$ cat config.mk
export PLATFORM = sky130hd
export DESIGN_NAME = rename_core_top
export DESIGN_NICKNAME = d
export VERILOG_FILES = /design/src/rename_pkg.sv /design/src/free_list.sv /design/src/rename_map.sv /design/src/rob.sv /design/src/rename_core_top.sv
export SDC_FILE = /design/constraint.sdc
export NUM_CORES = 2
export LEC_CHECK = 0
export ABC_AREA = 1
export ABC_CLOCK_PERIOD_IN_PS = 14500
export BUFFER_PORTS_ARGS = -buffer_cell sky130_fd_sc_hd__buf_2
export CAP_MARGIN = 20
export CORE_MARGIN = 1.5
export CORE_UTILIZATION = 53
export CTS_CLUSTER_DIAMETER = 50
export CTS_CLUSTER_SIZE = 25
export DETAILED_ROUTE_END_ITERATION = 16
export PLACE_DENSITY = 0.77
export SLEW_MARGIN = 20
export SYNTH_ARGS = -nofsm -noshare
export SYNTH_HDL_FRONTEND = slang
export SYNTH_SLANG_ARGS = --single-unit
$ cat constraint.sdc
create_clock -name clk -period 14.5 [get_ports clk]
set_input_delay 0.725 -clock clk [delete_from_list [all_inputs] [get_ports clk]]
set_output_delay 0.725 -clock clk [all_outputs]
set_load 0.05 [all_outputs]
$ cat src/rename_pkg.sv
// rename and retire package, shared widths, tag and index types, branch outcome encoding
package rename_pkg;

	// --------------------
	// default sizes, top level passes them down
	localparam int NUM_PHYS_DEF  = 48;
	localparam int NUM_ARCH_DEF  = 32;
	localparam int ROB_DEPTH_DEF = 8;
	localparam int BR_SLOTS_DEF  = 4;

	// --------------------
	typedef logic [4:0]  log_reg_t;   // logical register number
	typedef logic [5:0]  phys_tag_t;  // physical register tag
	typedef logic [4:0]  fl_ptr_t;    // free list position, msb is the wrap bit
	typedef logic [2:0]  rob_idx_t;   // reorder buffer entry
	typedef logic [1:0]  br_slot_t;   // checkpoint slot
	typedef logic [3:0]  br_vec_t;    // one bit per checkpoint slot
	typedef logic [31:0] pc_t;

	// outcome of a branch completing this cycle
	typedef enum logic [1:0] {
		br_none  = 2'd0,
		br_right = 2'd1,
		br_wrong = 2'd2
	} br_state_e;

endpackage

$ cat src/free_list.sv
// free list, ring of unused physical tags with head restore on branch recovery
module free_list #(
	parameter int NUM_PHYS = rename_pkg::NUM_PHYS_DEF,
	parameter int NUM_ARCH = rename_pkg::NUM_ARCH_DEF
) (
	input  logic                 clk,
	input  logic                 rst,
	input  logic                 pop_i,           // dispatch takes head tag
	input  logic                 push_i,          // retire returns a tag
	input  rename_pkg::phys_tag_t push_tag_i,
	input  logic                 restore_i,       // mispredict recovery
	input  rename_pkg::fl_ptr_t  restore_head_i,
	output rename_pkg::fl_ptr_t  head_o,
	output rename_pkg::phys_tag_t tag_o,
	output logic                 empty_o
);

	localparam int FL_DEPTH = NUM_PHYS - NUM_ARCH;
	localparam int FL_AW    = $clog2(FL_DEPTH);

	rename_pkg::phys_tag_t ring_r [FL_DEPTH];
	rename_pkg::fl_ptr_t   head_r;
	rename_pkg::fl_ptr_t   tail_r;

	// same index and same wrap bit means nothing left to hand out
	assign empty_o = (head_r == tail_r);
	assign head_o  = head_r;
	assign tag_o   = ring_r[head_r[FL_AW-1:0]];

	// --------------------
	// pointers and ring
	always_ff @(posedge clk) begin
		if (rst) begin
			head_r <= '0;
			tail_r <= rename_pkg::fl_ptr_t'(FL_DEPTH);  // full, wrap bits differ
			for (int i = 0; i < FL_DEPTH; i++) begin
				ring_r[i] <= rename_pkg::phys_tag_t'(NUM_ARCH + i);
			end
		end else begin
			// restored head gives back every tag popped after the branch
			if (restore_i) begin
				head_r <= restore_head_i;
			end else if (pop_i) begin
				head_r <= head_r + rename_pkg::fl_ptr_t'(1);
			end

			if (push_i) begin
				ring_r[tail_r[FL_AW-1:0]] <= push_tag_i;
				tail_r                    <= tail_r + rename_pkg::fl_ptr_t'(1);
			end
		end
	end

endmodule

$ cat src/rename_map.sv
// rename map, logical to physical translation with per-branch checkpoints
module rename_map #(
	parameter int NUM_ARCH = rename_pkg::NUM_ARCH_DEF,
	parameter int BR_SLOTS = rename_pkg::BR_SLOTS_DEF
) (
	input  logic                 clk,
	input  logic                 rst,
	input  logic                 rename_i,       // accepted dispatch
	input  rename_pkg::log_reg_t  dest_i,
	input  rename_pkg::phys_tag_t new_tag_i,
	input  logic                 is_br_i,
	output rename_pkg::phys_tag_t old_tag_o,
	output rename_pkg::br_slot_t  slot_o,
	output logic                 slot_full_o,
	input  logic                 resolve_i,      // branch predicted right
	input  rename_pkg::br_slot_t  resolve_slot_i,
	input  logic                 recover_i       // branch predicted wrong
);

	rename_pkg::phys_tag_t map_r   [NUM_ARCH];
	rename_pkg::phys_tag_t map_nxt [NUM_ARCH];
	rename_pkg::phys_tag_t cp_map_r  [BR_SLOTS][NUM_ARCH];
	rename_pkg::br_vec_t   cp_busy_r [BR_SLOTS];
	rename_pkg::br_vec_t   busy_r;
	rename_pkg::br_vec_t   clr_vec;
	rename_pkg::br_vec_t   alloc_vec;
	logic                  alloc;

	assign old_tag_o   = map_r[dest_i];
	assign slot_full_o = &busy_r[BR_SLOTS-1:0];
	assign alloc       = rename_i & is_br_i;

	// lowest free slot wins
	always_comb begin
		slot_o = '0;
		for (int i = BR_SLOTS - 1; i >= 0; i--) begin
			if (!busy_r[i])
				slot_o = rename_pkg::br_slot_t'(i);
		end
	end

	assign clr_vec   = resolve_i ? (rename_pkg::br_vec_t'(1) << resolve_slot_i) : '0;
	assign alloc_vec = alloc ? (rename_pkg::br_vec_t'(1) << slot_o) : '0;

	// map with this cycle's rename applied, the branch checkpoint includes its own dest
	always_comb begin
		map_nxt = map_r;
		if (rename_i)
			map_nxt[dest_i] = new_tag_i;
	end

	// --------------------
	// current map and busy slots
	always_ff @(posedge clk) begin
		if (rst) begin
			for (int i = 0; i < NUM_ARCH; i++) begin
				map_r[i] <= rename_pkg::phys_tag_t'(i);  // identity
			end
			busy_r <= '0;
			for (int s = 0; s < BR_SLOTS; s++) begin
				cp_busy_r[s] <= '0;
			end
		end else if (recover_i) begin
			// drops the branch's own slot and every younger one
			map_r  <= cp_map_r[resolve_slot_i];
			busy_r <= cp_busy_r[resolve_slot_i];
		end else begin
			map_r  <= map_nxt;
			busy_r <= (busy_r & ~clr_vec) | alloc_vec;
			// a resolved slot must not come back with a later recovery
			for (int s = 0; s < BR_SLOTS; s++) begin
				cp_busy_r[s] <= cp_busy_r[s] & ~clr_vec;
			end
			if (alloc)
				cp_busy_r[slot_o] <= busy_r & ~clr_vec;
		end
	end

	// checkpoint copies of the map
	always_ff @(posedge clk) begin
		if (alloc)
			cp_map_r[slot_o] <= map_nxt;
	end

endmodule

$ cat src/rob.sv
// reorder buffer that retires renamed instructions in order with early branch recovery
module rob #(
	parameter int ROB_DEPTH = rename_pkg::ROB_DEPTH_DEF
) (
	input  logic                  clk,
	input  logic                  rst,

	// --------------------
	// dispatch
	input  logic                  dispatch_i,
	input  rename_pkg::log_reg_t  dest_i,
	input  rename_pkg::phys_tag_t new_tag_i,
	input  rename_pkg::phys_tag_t old_tag_i,
	input  rename_pkg::fl_ptr_t   fl_head_i,     // free list head before the pop
	input  rename_pkg::pc_t       pc_i,
	input  logic                  is_br_i,
	input  logic                  pretaken_i,
	input  rename_pkg::br_slot_t  slot_i,
	output rename_pkg::rob_idx_t  tail_idx_o,
	output logic                  full_o,

	// --------------------
	// completion
	input  logic                  fu_done_i,
	input  rename_pkg::rob_idx_t  fu_idx_i,
	input  logic                  fu_br_taken_i,
	output rename_pkg::br_state_e br_state_o,
	output logic                  recover_o,
	output rename_pkg::fl_ptr_t   recover_fl_head_o,
	output rename_pkg::br_slot_t  resolve_slot_o,

	// --------------------
	// retire
	output logic                  retire_valid_o,
	output rename_pkg::log_reg_t  retire_dest_o,
	output rename_pkg::phys_tag_t retire_phys_o,
	output rename_pkg::phys_tag_t retire_freed_o
);

	localparam int IDX_W = $clog2(ROB_DEPTH);
	localparam int PTR_W = IDX_W + 1;

	// entry payload
	rename_pkg::log_reg_t  dest_r     [ROB_DEPTH];
	rename_pkg::phys_tag_t new_tag_r  [ROB_DEPTH];
	rename_pkg::phys_tag_t old_tag_r  [ROB_DEPTH];
	rename_pkg::fl_ptr_t   fl_head_r  [ROB_DEPTH];
	rename_pkg::br_slot_t  slot_r     [ROB_DEPTH];
	logic [ROB_DEPTH-1:0]  is_br_r;
	logic [ROB_DEPTH-1:0]  pretaken_r;
	logic [ROB_DEPTH-1:0]  done_r;

	logic [PTR_W-1:0]      head_r;
	logic [PTR_W-1:0]      tail_r;
	logic [PTR_W-1:0]      recover_tail;
	logic [IDX_W-1:0]      head_ix;
	logic [IDX_W-1:0]      tail_ix;
	logic [IDX_W-1:0]      fu_ix;
	logic [IDX_W-1:0]      br_ofs;
	logic                  empty;

	assign head_ix = head_r[IDX_W-1:0];
	assign tail_ix = tail_r[IDX_W-1:0];
	assign fu_ix   = IDX_W'(fu_idx_i);

	assign empty      = (head_r == tail_r);
	assign tail_idx_o = rename_pkg::rob_idx_t'(tail_ix);

	// a retiring head frees its slot for a dispatch in the same cycle
	assign full_o = (head_ix == tail_ix) && (head_r[IDX_W] != tail_r[IDX_W])
		&& !retire_valid_o;

	// --------------------
	// retire
	assign retire_valid_o = !empty && done_r[head_ix];  // squashed done bits sit past the tail
	assign retire_dest_o  = dest_r[head_ix];
	assign retire_phys_o  = new_tag_r[head_ix];
	assign retire_freed_o = old_tag_r[head_ix];

	// --------------------
	// branch resolve
	always_comb begin
		br_state_o = rename_pkg::br_none;
		if (fu_done_i && is_br_r[fu_ix]) begin
			br_state_o = (pretaken_r[fu_ix] == fu_br_taken_i) ?
				rename_pkg::br_right : rename_pkg::br_wrong;
		end
	end

	assign recover_o         = (br_state_o == rename_pkg::br_wrong);
	assign recover_fl_head_o = fl_head_r[fu_ix] + rename_pkg::fl_ptr_t'(1);  // keep branch's tag
	assign resolve_slot_o    = slot_r[fu_ix];

	// offset from the head keeps the wrap bit right
	assign br_ofs       = fu_ix - head_ix;
	assign recover_tail = head_r + PTR_W'(br_ofs) + PTR_W'(1);

	// entry payload written at the tail
	always_ff @(posedge clk) begin
		if (dispatch_i) begin
			dest_r[tail_ix]     <= dest_i;
			new_tag_r[tail_ix]  <= new_tag_i;
			old_tag_r[tail_ix]  <= old_tag_i;
			fl_head_r[tail_ix]  <= fl_head_i;
			slot_r[tail_ix]     <= slot_i;
			is_br_r[tail_ix]    <= is_br_i;
			pretaken_r[tail_ix] <= pretaken_i;
		end
	end

	// pointers and done bits
	always_ff @(posedge clk) begin
		if (rst) begin
			head_r <= '0;
			tail_r <= '0;
			done_r <= '0;
		end else begin
			if (retire_valid_o) begin
				head_r          <= head_r + PTR_W'(1);
				done_r[head_ix] <= 1'b0;
			end
			if (fu_done_i)
				done_r[fu_ix] <= 1'b1;
			if (dispatch_i)
				done_r[tail_ix] <= 1'b0;  // fresh entry

			if (recover_o)
				tail_r <= recover_tail;   // squash everything younger
			else if (dispatch_i)
				tail_r <= tail_r + PTR_W'(1);
		end
	end

endmodule

$ cat src/rename_core_top.sv
// rename and retire core, joins free list, rename map and reorder buffer
module rename_core_top #(
	parameter int NUM_PHYS  = rename_pkg::NUM_PHYS_DEF,
	parameter int NUM_ARCH  = rename_pkg::NUM_ARCH_DEF,
	parameter int ROB_DEPTH = rename_pkg::ROB_DEPTH_DEF,
	parameter int BR_SLOTS  = rename_pkg::BR_SLOTS_DEF
) (
	input  logic                  clk,
	input  logic                  rst,
	input  logic                  dispatch_valid_i,
	input  rename_pkg::log_reg_t  dispatch_dest_i,
	input  rename_pkg::pc_t       dispatch_pc_i,
	input  logic                  dispatch_br_i,
	input  logic                  dispatch_pretaken_i,
	output logic                  dispatch_stall_o,
	output rename_pkg::rob_idx_t  dispatch_rob_idx_o,
	output rename_pkg::phys_tag_t dispatch_phys_o,
	input  logic                  fu_done_i,
	input  rename_pkg::rob_idx_t  fu_idx_i,
	input  logic                  fu_br_taken_i,
	output rename_pkg::br_state_e br_state_o,
	output logic                  recover_o,
	output logic                  retire_valid_o,
	output rename_pkg::log_reg_t  retire_dest_o,
	output rename_pkg::phys_tag_t retire_phys_o,
	output rename_pkg::phys_tag_t retire_freed_o
);

	rename_pkg::fl_ptr_t   fl_head;
	rename_pkg::fl_ptr_t   recover_fl_head;
	rename_pkg::phys_tag_t old_tag;
	rename_pkg::br_slot_t  br_slot;
	rename_pkg::br_slot_t  resolve_slot;
	logic                  fl_empty;
	logic                  slot_full;
	logic                  rob_full;
	logic                  accept;
	logic                  resolve_right;

	// --------------------
	// dispatch control
	assign dispatch_stall_o = rob_full | fl_empty | (dispatch_br_i & slot_full)
		| recover_o;                                     // hold off during recovery
	assign accept        = dispatch_valid_i & ~dispatch_stall_o;
	assign resolve_right = (br_state_o == rename_pkg::br_right);

	free_list #(.NUM_PHYS(NUM_PHYS), .NUM_ARCH(NUM_ARCH)) u_free_list (
		.clk            (clk),
		.rst            (rst),
		.pop_i          (accept),
		.push_i         (retire_valid_o),
		.push_tag_i     (retire_freed_o),   // old mapping goes back
		.restore_i      (recover_o),
		.restore_head_i (recover_fl_head),
		.head_o         (fl_head),
		.tag_o          (dispatch_phys_o),
		.empty_o        (fl_empty)
	);

	rename_map #(.NUM_ARCH(NUM_ARCH), .BR_SLOTS(BR_SLOTS)) u_rename_map (
		.clk            (clk),
		.rst            (rst),
		.rename_i       (accept),
		.dest_i         (dispatch_dest_i),
		.new_tag_i      (dispatch_phys_o),
		.is_br_i        (dispatch_br_i),
		.old_tag_o      (old_tag),
		.slot_o         (br_slot),
		.slot_full_o    (slot_full),
		.resolve_i      (resolve_right),
		.resolve_slot_i (resolve_slot),
		.recover_i      (recover_o)
	);

	rob #(.ROB_DEPTH(ROB_DEPTH)) u_rob (
		.clk               (clk),
		.rst               (rst),
		.dispatch_i        (accept),
		.dest_i            (dispatch_dest_i),
		.new_tag_i         (dispatch_phys_o),
		.old_tag_i         (old_tag),
		.fl_head_i         (fl_head),
		.pc_i              (dispatch_pc_i),
		.is_br_i           (dispatch_br_i),
		.pretaken_i        (dispatch_pretaken_i),
		.slot_i            (br_slot),
		.tail_idx_o        (dispatch_rob_idx_o),
		.full_o            (rob_full),
		.fu_done_i         (fu_done_i),
		.fu_idx_i          (fu_idx_i),
		.fu_br_taken_i     (fu_br_taken_i),
		.br_state_o        (br_state_o),
		.recover_o         (recover_o),
		.recover_fl_head_o (recover_fl_head),
		.resolve_slot_o    (resolve_slot),
		.retire_valid_o    (retire_valid_o),
		.retire_dest_o     (retire_dest_o),
		.retire_phys_o     (retire_phys_o),
		.retire_freed_o    (retire_freed_o)
	);

endmodule

### Yosys cells after proc, flatten, opt, wreduce, memory -nomap -nowiden

Memory sizes are Yosys's and may differ from the RTL's. A register that Yosys moved wholly into a read port is not among the register bits.
Index checks and enable logic that the tools add are counted.

| storage, ports and cells | value |
|---|---|
| input port bits | 47 |
| bits in registers | 238 |
| memories | 8 |
| bits in writable memories | 1072 |
| output and inout bits | 31 |

| operators by class | value |
|---|---|
| eq/ne operators | 7 |
| bitwise operators | 24 |
| reduce and logical (&&, ||, !) cells | 13 |
| shift-type cells | 2 |
| $lt $le $gt $ge | 8 |
| add/subtract/negate cells | 8 |
| muxes and demuxes | 70 |

Memory list:

| memory | words | width | read ports | clocked after memory_dff | wr ports | RTL line | text |
|---|---|---|---|---|---|---|---|
| u_rename_map.cp_map_r | 4 | 192 | 1 | 0 | 1 | rename_map.sv:22 | `rename_pkg::phys_tag_t cp_map_r [BR_SLOTS][NUM_ARCH];` |
| u_free_list.ring_r | 16 | 6 | 1 | 1 | 16 | free_list.sv:21 | `rename_pkg::phys_tag_t ring_r [FL_DEPTH];` |
| u_rob.new_tag_r | 8 | 6 | 1 | 1 | 1 | rob.sv:45 | `rename_pkg::phys_tag_t new_tag_r [ROB_DEPTH];` |
| u_rob.old_tag_r | 8 | 6 | 1 | 1 | 1 | rob.sv:46 | `rename_pkg::phys_tag_t old_tag_r [ROB_DEPTH];` |
| u_rob.dest_r | 8 | 5 | 1 | 1 | 1 | rob.sv:44 | `rename_pkg::log_reg_t dest_r [ROB_DEPTH];` |
| u_rob.fl_head_r | 8 | 5 | 1 | 0 | 1 | rob.sv:47 | `rename_pkg::fl_ptr_t fl_head_r [ROB_DEPTH];` |
| +2 memories | n/a | n/a | n/a | n/a | n/a | n/a |  |

Operators by type and width:

| cell | number |
|---|---|
| $mux W192 | 2 |
| $bwmux W192 | 1 |
| $mux W4 | 12 |
| $mux W8 | 5 |
| $bmux W6 S5 | 1 |
| $demux W6 S5 | 1 |
| $mux W6 | 4 |
| $mux W1 | 22 |
| $and A4 B4 Y4 | 5 |
| $mux W3 | 6 |
| $and A8 B8 Y8 | 2 |
| $bwmux W8 | 2 |
| $not A8 Y8 | 2 |
| $add A5 B1 Y5 const B | 3 |
| $add A4 B1 Y4 const B | 3 |
| $lt A3 B4 Y1 const B | 3 |
| $mux W2 | 6 |
| $mux W5 | 2 |
| $bmux W1 S3 | 3 |
| $demux W1 S3 | 3 |
| $ge A3 B1 Y1 const B | 3 |
| $logic_and A1 B1 Y1 | 8 |
| $or A8 B8 Y8 | 1 |
| $shl A1 B2 Y4 const A | 2 |
| other kinds (21) | 30 |

### Longest topological paths before layout

| depth | value |
|---|---|
| word-level depth | 15 |
| mapped depth | 19 |

### Cells and area by module

Synthesis repeated with hierarchy kept, for this count alone.

| unflattened totals | value |
|---|---|
| cell total of the unflattened synthesis | 5345 |
| area total of the unflattened synthesis | 54725.0 µm² |

By module, submodules not included:

| module | area an instance (µm²) | cells an instance | instances | sequential area each (µm²) |
|---|---|---|---|---|
| rename_map | 39670.5 | 3894 | 1 | 27466.3 |
| rob | 9459.1 | 804 | 1 | 6626.4 |
| free_list | 5554.1 | 639 | 1 | 3163.0 |
| rename_core_top | 41.3 | 8 | 1 | 0.0 |

### Least setup slack after synthesis

Ideal clock, no wire load.

| path | value |
|---|---|
| kind | input -> register |
| from | input port fu_idx_i[0] |
| to | memory u_rename_map.cp_map_r[0][0] (netlist bit), enable pin |
| data arrival time | 5.839 ns |
| cell stages on the path | 16 |
| setup slack | 8.117 ns |
| path through | buf_6 -> inv_4 -> buf_8 -> nand2_1 -> nand3_1 -> nand2_2 -> nor2_4 -> nand2_2 -> nand2_4 -> nor2_8 -> nor2_4 -> nand2_2 -> buf_4 -> nor2_4 -> nand2_2 -> inv_1 |

| between the ends | value |
|---|---|
| cells in the longest elaborated chain, start to end | 12 |

Ends and longest elaborated chain:

| item | RTL line | text |
|---|---|---|
| from (decl) | rename_core_top.sv:19 | `input rename_pkg::rob_idx_t fu_idx_i,` |
| $bmux W1 S3 | rob.sv:85 | `br_state_o = (pretaken_r[fu_ix] == fu_br_taken_i) ?` |
| $mux W1 (not written as such) | rob.sv:85 |  |
| $eq A1 B1 Y1 | rob.sv:85 |  |
| $mux W2 | rob.sv:85 |  |
| $mux W2 (*) | rob.sv:84 | `if (fu_done_i && is_br_r[fu_ix]) begin` |
| $eq A2 B2 Y1 (*) | rob.sv:90 | `assign recover_o = (br_state_o == rename_pkg::br_wrong);` |
| $or A1 B1 Y1 (*) | rename_core_top.sv:43 | `\| recover_o;` |
| $not A1 Y1 (*) | rename_core_top.sv:44 | `assign accept = dispatch_valid_i & ~dispatch_stall_o;` |
| $and A1 B1 Y1 (*) | rename_core_top.sv:44 |  |
| $and A1 B1 Y1 (*) | rename_map.sv:31 | `assign alloc = rename_i & is_br_i;` |
| $mux W1 (*) | rename_map.sv:81 | `if (alloc)` |
| $mux W1 (not written as such) (*) | rename_map.sv:82 | `cp_map_r[slot_o] <= map_nxt;` |
| to (decl) | rename_map.sv:22 |  |

Every way passes the cells marked *; elsewhere a longest branch is shown, timed or not. The select of a mux whose other input is x is not followed.

### Final worst setup path

| path | value |
|---|---|
| from | input port fu_idx_i[0] |
| to | memory u_rename_map.cp_map_r[0][84] (netlist bit), enable pin |

Same word-level chain as after synthesis.

==> out/results.tsv <==
stage	metric	value	unit
status	status	finished clean	
power_and_ir_drop	clock share of power	32.8	%
global_routing	first-pass GRT wire length	212000	um
die	Die Y	328	um
die	DIE WIDTH	328	um
timing	min Tclk post-route	5340	ps
critical_path	critical path's slowest cell	buf_4	
power_and_ir_drop	Peak VDD IR	0.130	mV
place	GPL Wtd Cong	0.840	
clock_network	clock latency on the worst-skew pair	720	ps
global_routing	GRT Total Usage	25.1	%
detailed_routing	DRT iter0 DRCs	4474	
timing	measured slew at the worst slew-check pin	1130	ps
detailed_routing	vias per inst	5.80	
logic_synthesis	Syn Nets	5424	
logic_synthesis	Synth cell types	51	
detailed_routing	DRC	0	
global_routing	antenna violations before repair	1	
critical_path	slowest cell delay on critical path	810	ps
critical_path	R2R Setup Slk	9760	ps
timing	Max transition margin	24.9	%
cells_and_area	Area Overhead vs Synth	8.99	%
clock_network	Clock transition at path regs	80	ps
detailed_routing	Antenna Nets Post-Route	0	
power_and_ir_drop	Net Sw Power	0.00314	W
die	Initial Util	53.4	%
timing	setup TNS	0	ps
clock_network	# hold bufs at CTS	0	
critical_path	startpoint types	input port	
detailed_routing	DR vias	39400	
cells_and_area	most common cell after layout, fill and taps aside	nand2_1	
power_and_ir_drop	PD cells	160	nW/um^2
clock_network	CTS Buf Count	114	
timing	final slew viol count	0	
run	maxcap violations	0	
power_and_ir_drop	Leak Pwr	22.6	nW
worst_hold_path	end of the worst hold path	u_rob.pretaken_r[6]	
critical_path	reg2reg end	u_rename_map.cp_map_r[0][84]	
critical_path	CP Capture Type	flip-flop	
timing	final worst setup slack	9160	ps
place	Port Buffers	45	
logic_synthesis	Synth Flop Type	edfxtp_1	
die	I/O pin cnt	78	
logic_synthesis	Ys Warns	0	
detailed_routing	WL per Instance	20.2	um
place	DPL Wire Length	74300	um
die	row count	119	
critical_path	critical path type	input port to flip-flop	
clock_network	cts repair resizes	0	
global_routing	number of global-route vias before repair	37900	
logic_synthesis	async set-reset flop share out of synthesis	0	%
timing	final hold slack	304	ps
cells_and_area	layout cell share with drive strength beyond 1	8.99	%
timing	final setup fails	0	
die	Die ar.	108000	sq um
critical_path	CP Data Required Time	14830	ps
power_and_ir_drop	sequential share of power	47.4	%
detailed_routing	drt pass-1 iters	6	
global_routing	largest net degree at the start of global routing	177	
worst_hold_path	worst hold path class	input port to flip-flop	
worst_hold_path	hold path depth	1	
critical_path	WP data arrival	5670	ps
power_and_ir_drop	sw frac	32.1	%
clock_network	htree depth	3	
cells_and_area	Final nets	5354	
worst_hold_path	Hold Path Origin	dispatch_pretaken_i	
timing	Tcrit/Tclk final	36.8	%
timing	Post-Route Skew	42.8	ps
clock_network	clock sink count	1317	
critical_path	RR Startpoint	u_rob.head_r[2]	
place	pre-CTS WS	8480	ps
logic_synthesis	post-synthesis sequential area ratio	66.4	%
global_routing	grt total ovfl	0	
detailed_routing	aggregate routed wire length	137000	um
cells_and_area	Finished Core Util	58.2	%
clock_network	clock tree from TritonCTS	done	
timing	final hold violations	0	
critical_path	CP cell instances	buf_2 > inv_4 > nand2_1 > nand3_1 > nand2_2 > o21ai_2 > nand2_4 > nor2_8 > nor2_4 > nand2_4 > nor2_4 > nand2_2 > inv_8 > buf_4 > buf_4	
logic_synthesis	Syn Area/Cell	10.5	sq um
logic_synthesis	EDFF count, synth	1088	
timing	fmax	0.187	GHz
clock_network	CTS Buffer Depth	3	
timing	RSZ-0062 raised after global routing	no	
critical_path	crit-path max FO	93	
logic_synthesis	Yosys reg bits	1317	
clock_network	Root Driver	clkbuf_16	
logic_synthesis	Synth Cell Area	56100	sq um
power_and_ir_drop	combinational power share	19.7	%
cells_and_area	commonest non-fill, non-tap cells in the layout	1,796 x nand2_1, 1,088 x edfxtp_1, 418 x inv_1	
die	core area	105000	sq um
clock_network	Setup Buffers After CTS	0	
critical_path	reg2reg path depth	14	
logic_synthesis	Synth Instances	5365	
power_and_ir_drop	Pint	0.00663	W
==> cells in the mapped netlist (all sizes together) (42+ instances only) <==
cell	n	area share (%)
nand2	1811	12
edfxtp	1088	58
o21ai	486	5.1
inv	437	2.9
nor2	277	2.1
dfxtp	229	8.2
nand4	208	2.3
buf	172	1.9
nand3	161	1.5
a22oi	128	1.7
clkbuf	117	0.78
o22ai	79	0.88
a21oi	42	0.37
==> how the worst max path moves through the flow <==
stage / start / end / slack (ps)
final: fu_idx_i[0] / u_rename_map.cp_map_r[0][84] / 9160
after global routing: fu_idx_i[0] / u_rename_map.cp_map_r[0][103] / 8880
after CTS: fu_idx_i[0] / u_rename_map.cp_map_r[0][103] / 9230
after detailed placement: fu_idx_i[0] / u_rename_map.cp_map_r[0][105] / 8480
after global placement: fu_idx_i[0] / u_rename_map.cp_map_r[0][105] / 8530
after floorplan: fu_idx_i[0] / u_rename_map.cp_map_r[0][0] / 8120
==> metrics by stage <==
stage                     std cells  power, W  area [sq um]
after floorplan                5365   0.00603         56100
after global placement         6569   0.00653         57100
after detailed placement       6569   0.00660         57100
after CTS                      6786   0.00975         61100
after global routing           6787    0.0101         61100
final                          6788   0.00976         61100
==> power groups by stage <==
stage                     Clock (W)  Sequential (W)  Combinational (W)
final                       0.00321         0.00463            0.00193
after global routing        0.00338         0.00465            0.00209
after CTS                   0.00323         0.00462            0.00190
after detailed placement          0         0.00471            0.00189
after floorplan                   0         0.00469            0.00134
after global placement            0         0.00470            0.00184
==> cell type report <==
class / count / area (sq um)
inverters: 439 / 1710
fillers: 8244 / 44000
repair buffers: 103 / 693
clock inverters: 89 / 1070
clock buffers: 128 / 2960
multi-input cells: 3320 / 15700
diodes: 1 / 2.50
well taps: 1391 / 1740
flip-flops and latches: 1317 / 37300
==> critical path: cells and delay by family <==
family / cells / cell delay, ps
AO/OA/AOI/OAI: 1 / 90
buffers and inverters: 5 / 3200
AND/OR/NAND/NOR: 9 / 1400
==> routing by layer <==
| layer | vias up | share of wire [%] | global-route usage, % |
|---|---|---|---|
| met2 | 1875 | 48 | 42.1 |
| met5 | - | 0 | 0 |
| li1 | 18300 | - | - |
| met4 | 0 | 3.3 | 9.17 |
| met1 | 18900 | 39 | 32.8 |
| met3 | 322 | 9.2 | 4.23 |
==> sequential cells by signal (all words and copies together), names as in the netlist, 16 cells and up, named ones only <==
| register | cells |
|---|---|
| u_rename_map.cp_busy_r | 16 |
| u_rename_map.map_r | 192 |
| u_rob.fl_head_r | 40 |
| u_rob.dest_r | 40 |
| u_rename_map.cp_map_r | 768 |
| u_rob.old_tag_r | 48 |
| u_rob.slot_r | 16 |
| u_rob.new_tag_r | 48 |
| u_free_list.ring_r | 96 |
==> cell families after synthesis <==
group	share of synthesized area (%)
DFF	66.4
AOI/OAI and AO/OA	9.08
adders and majority gates	0.281
buffers and inverters	5.61
muxes	0.141
xor gates and xnor gates	0.203
and+or+nand+nor	18.3
No activity file was read; power rests on OpenSTA's default activity.
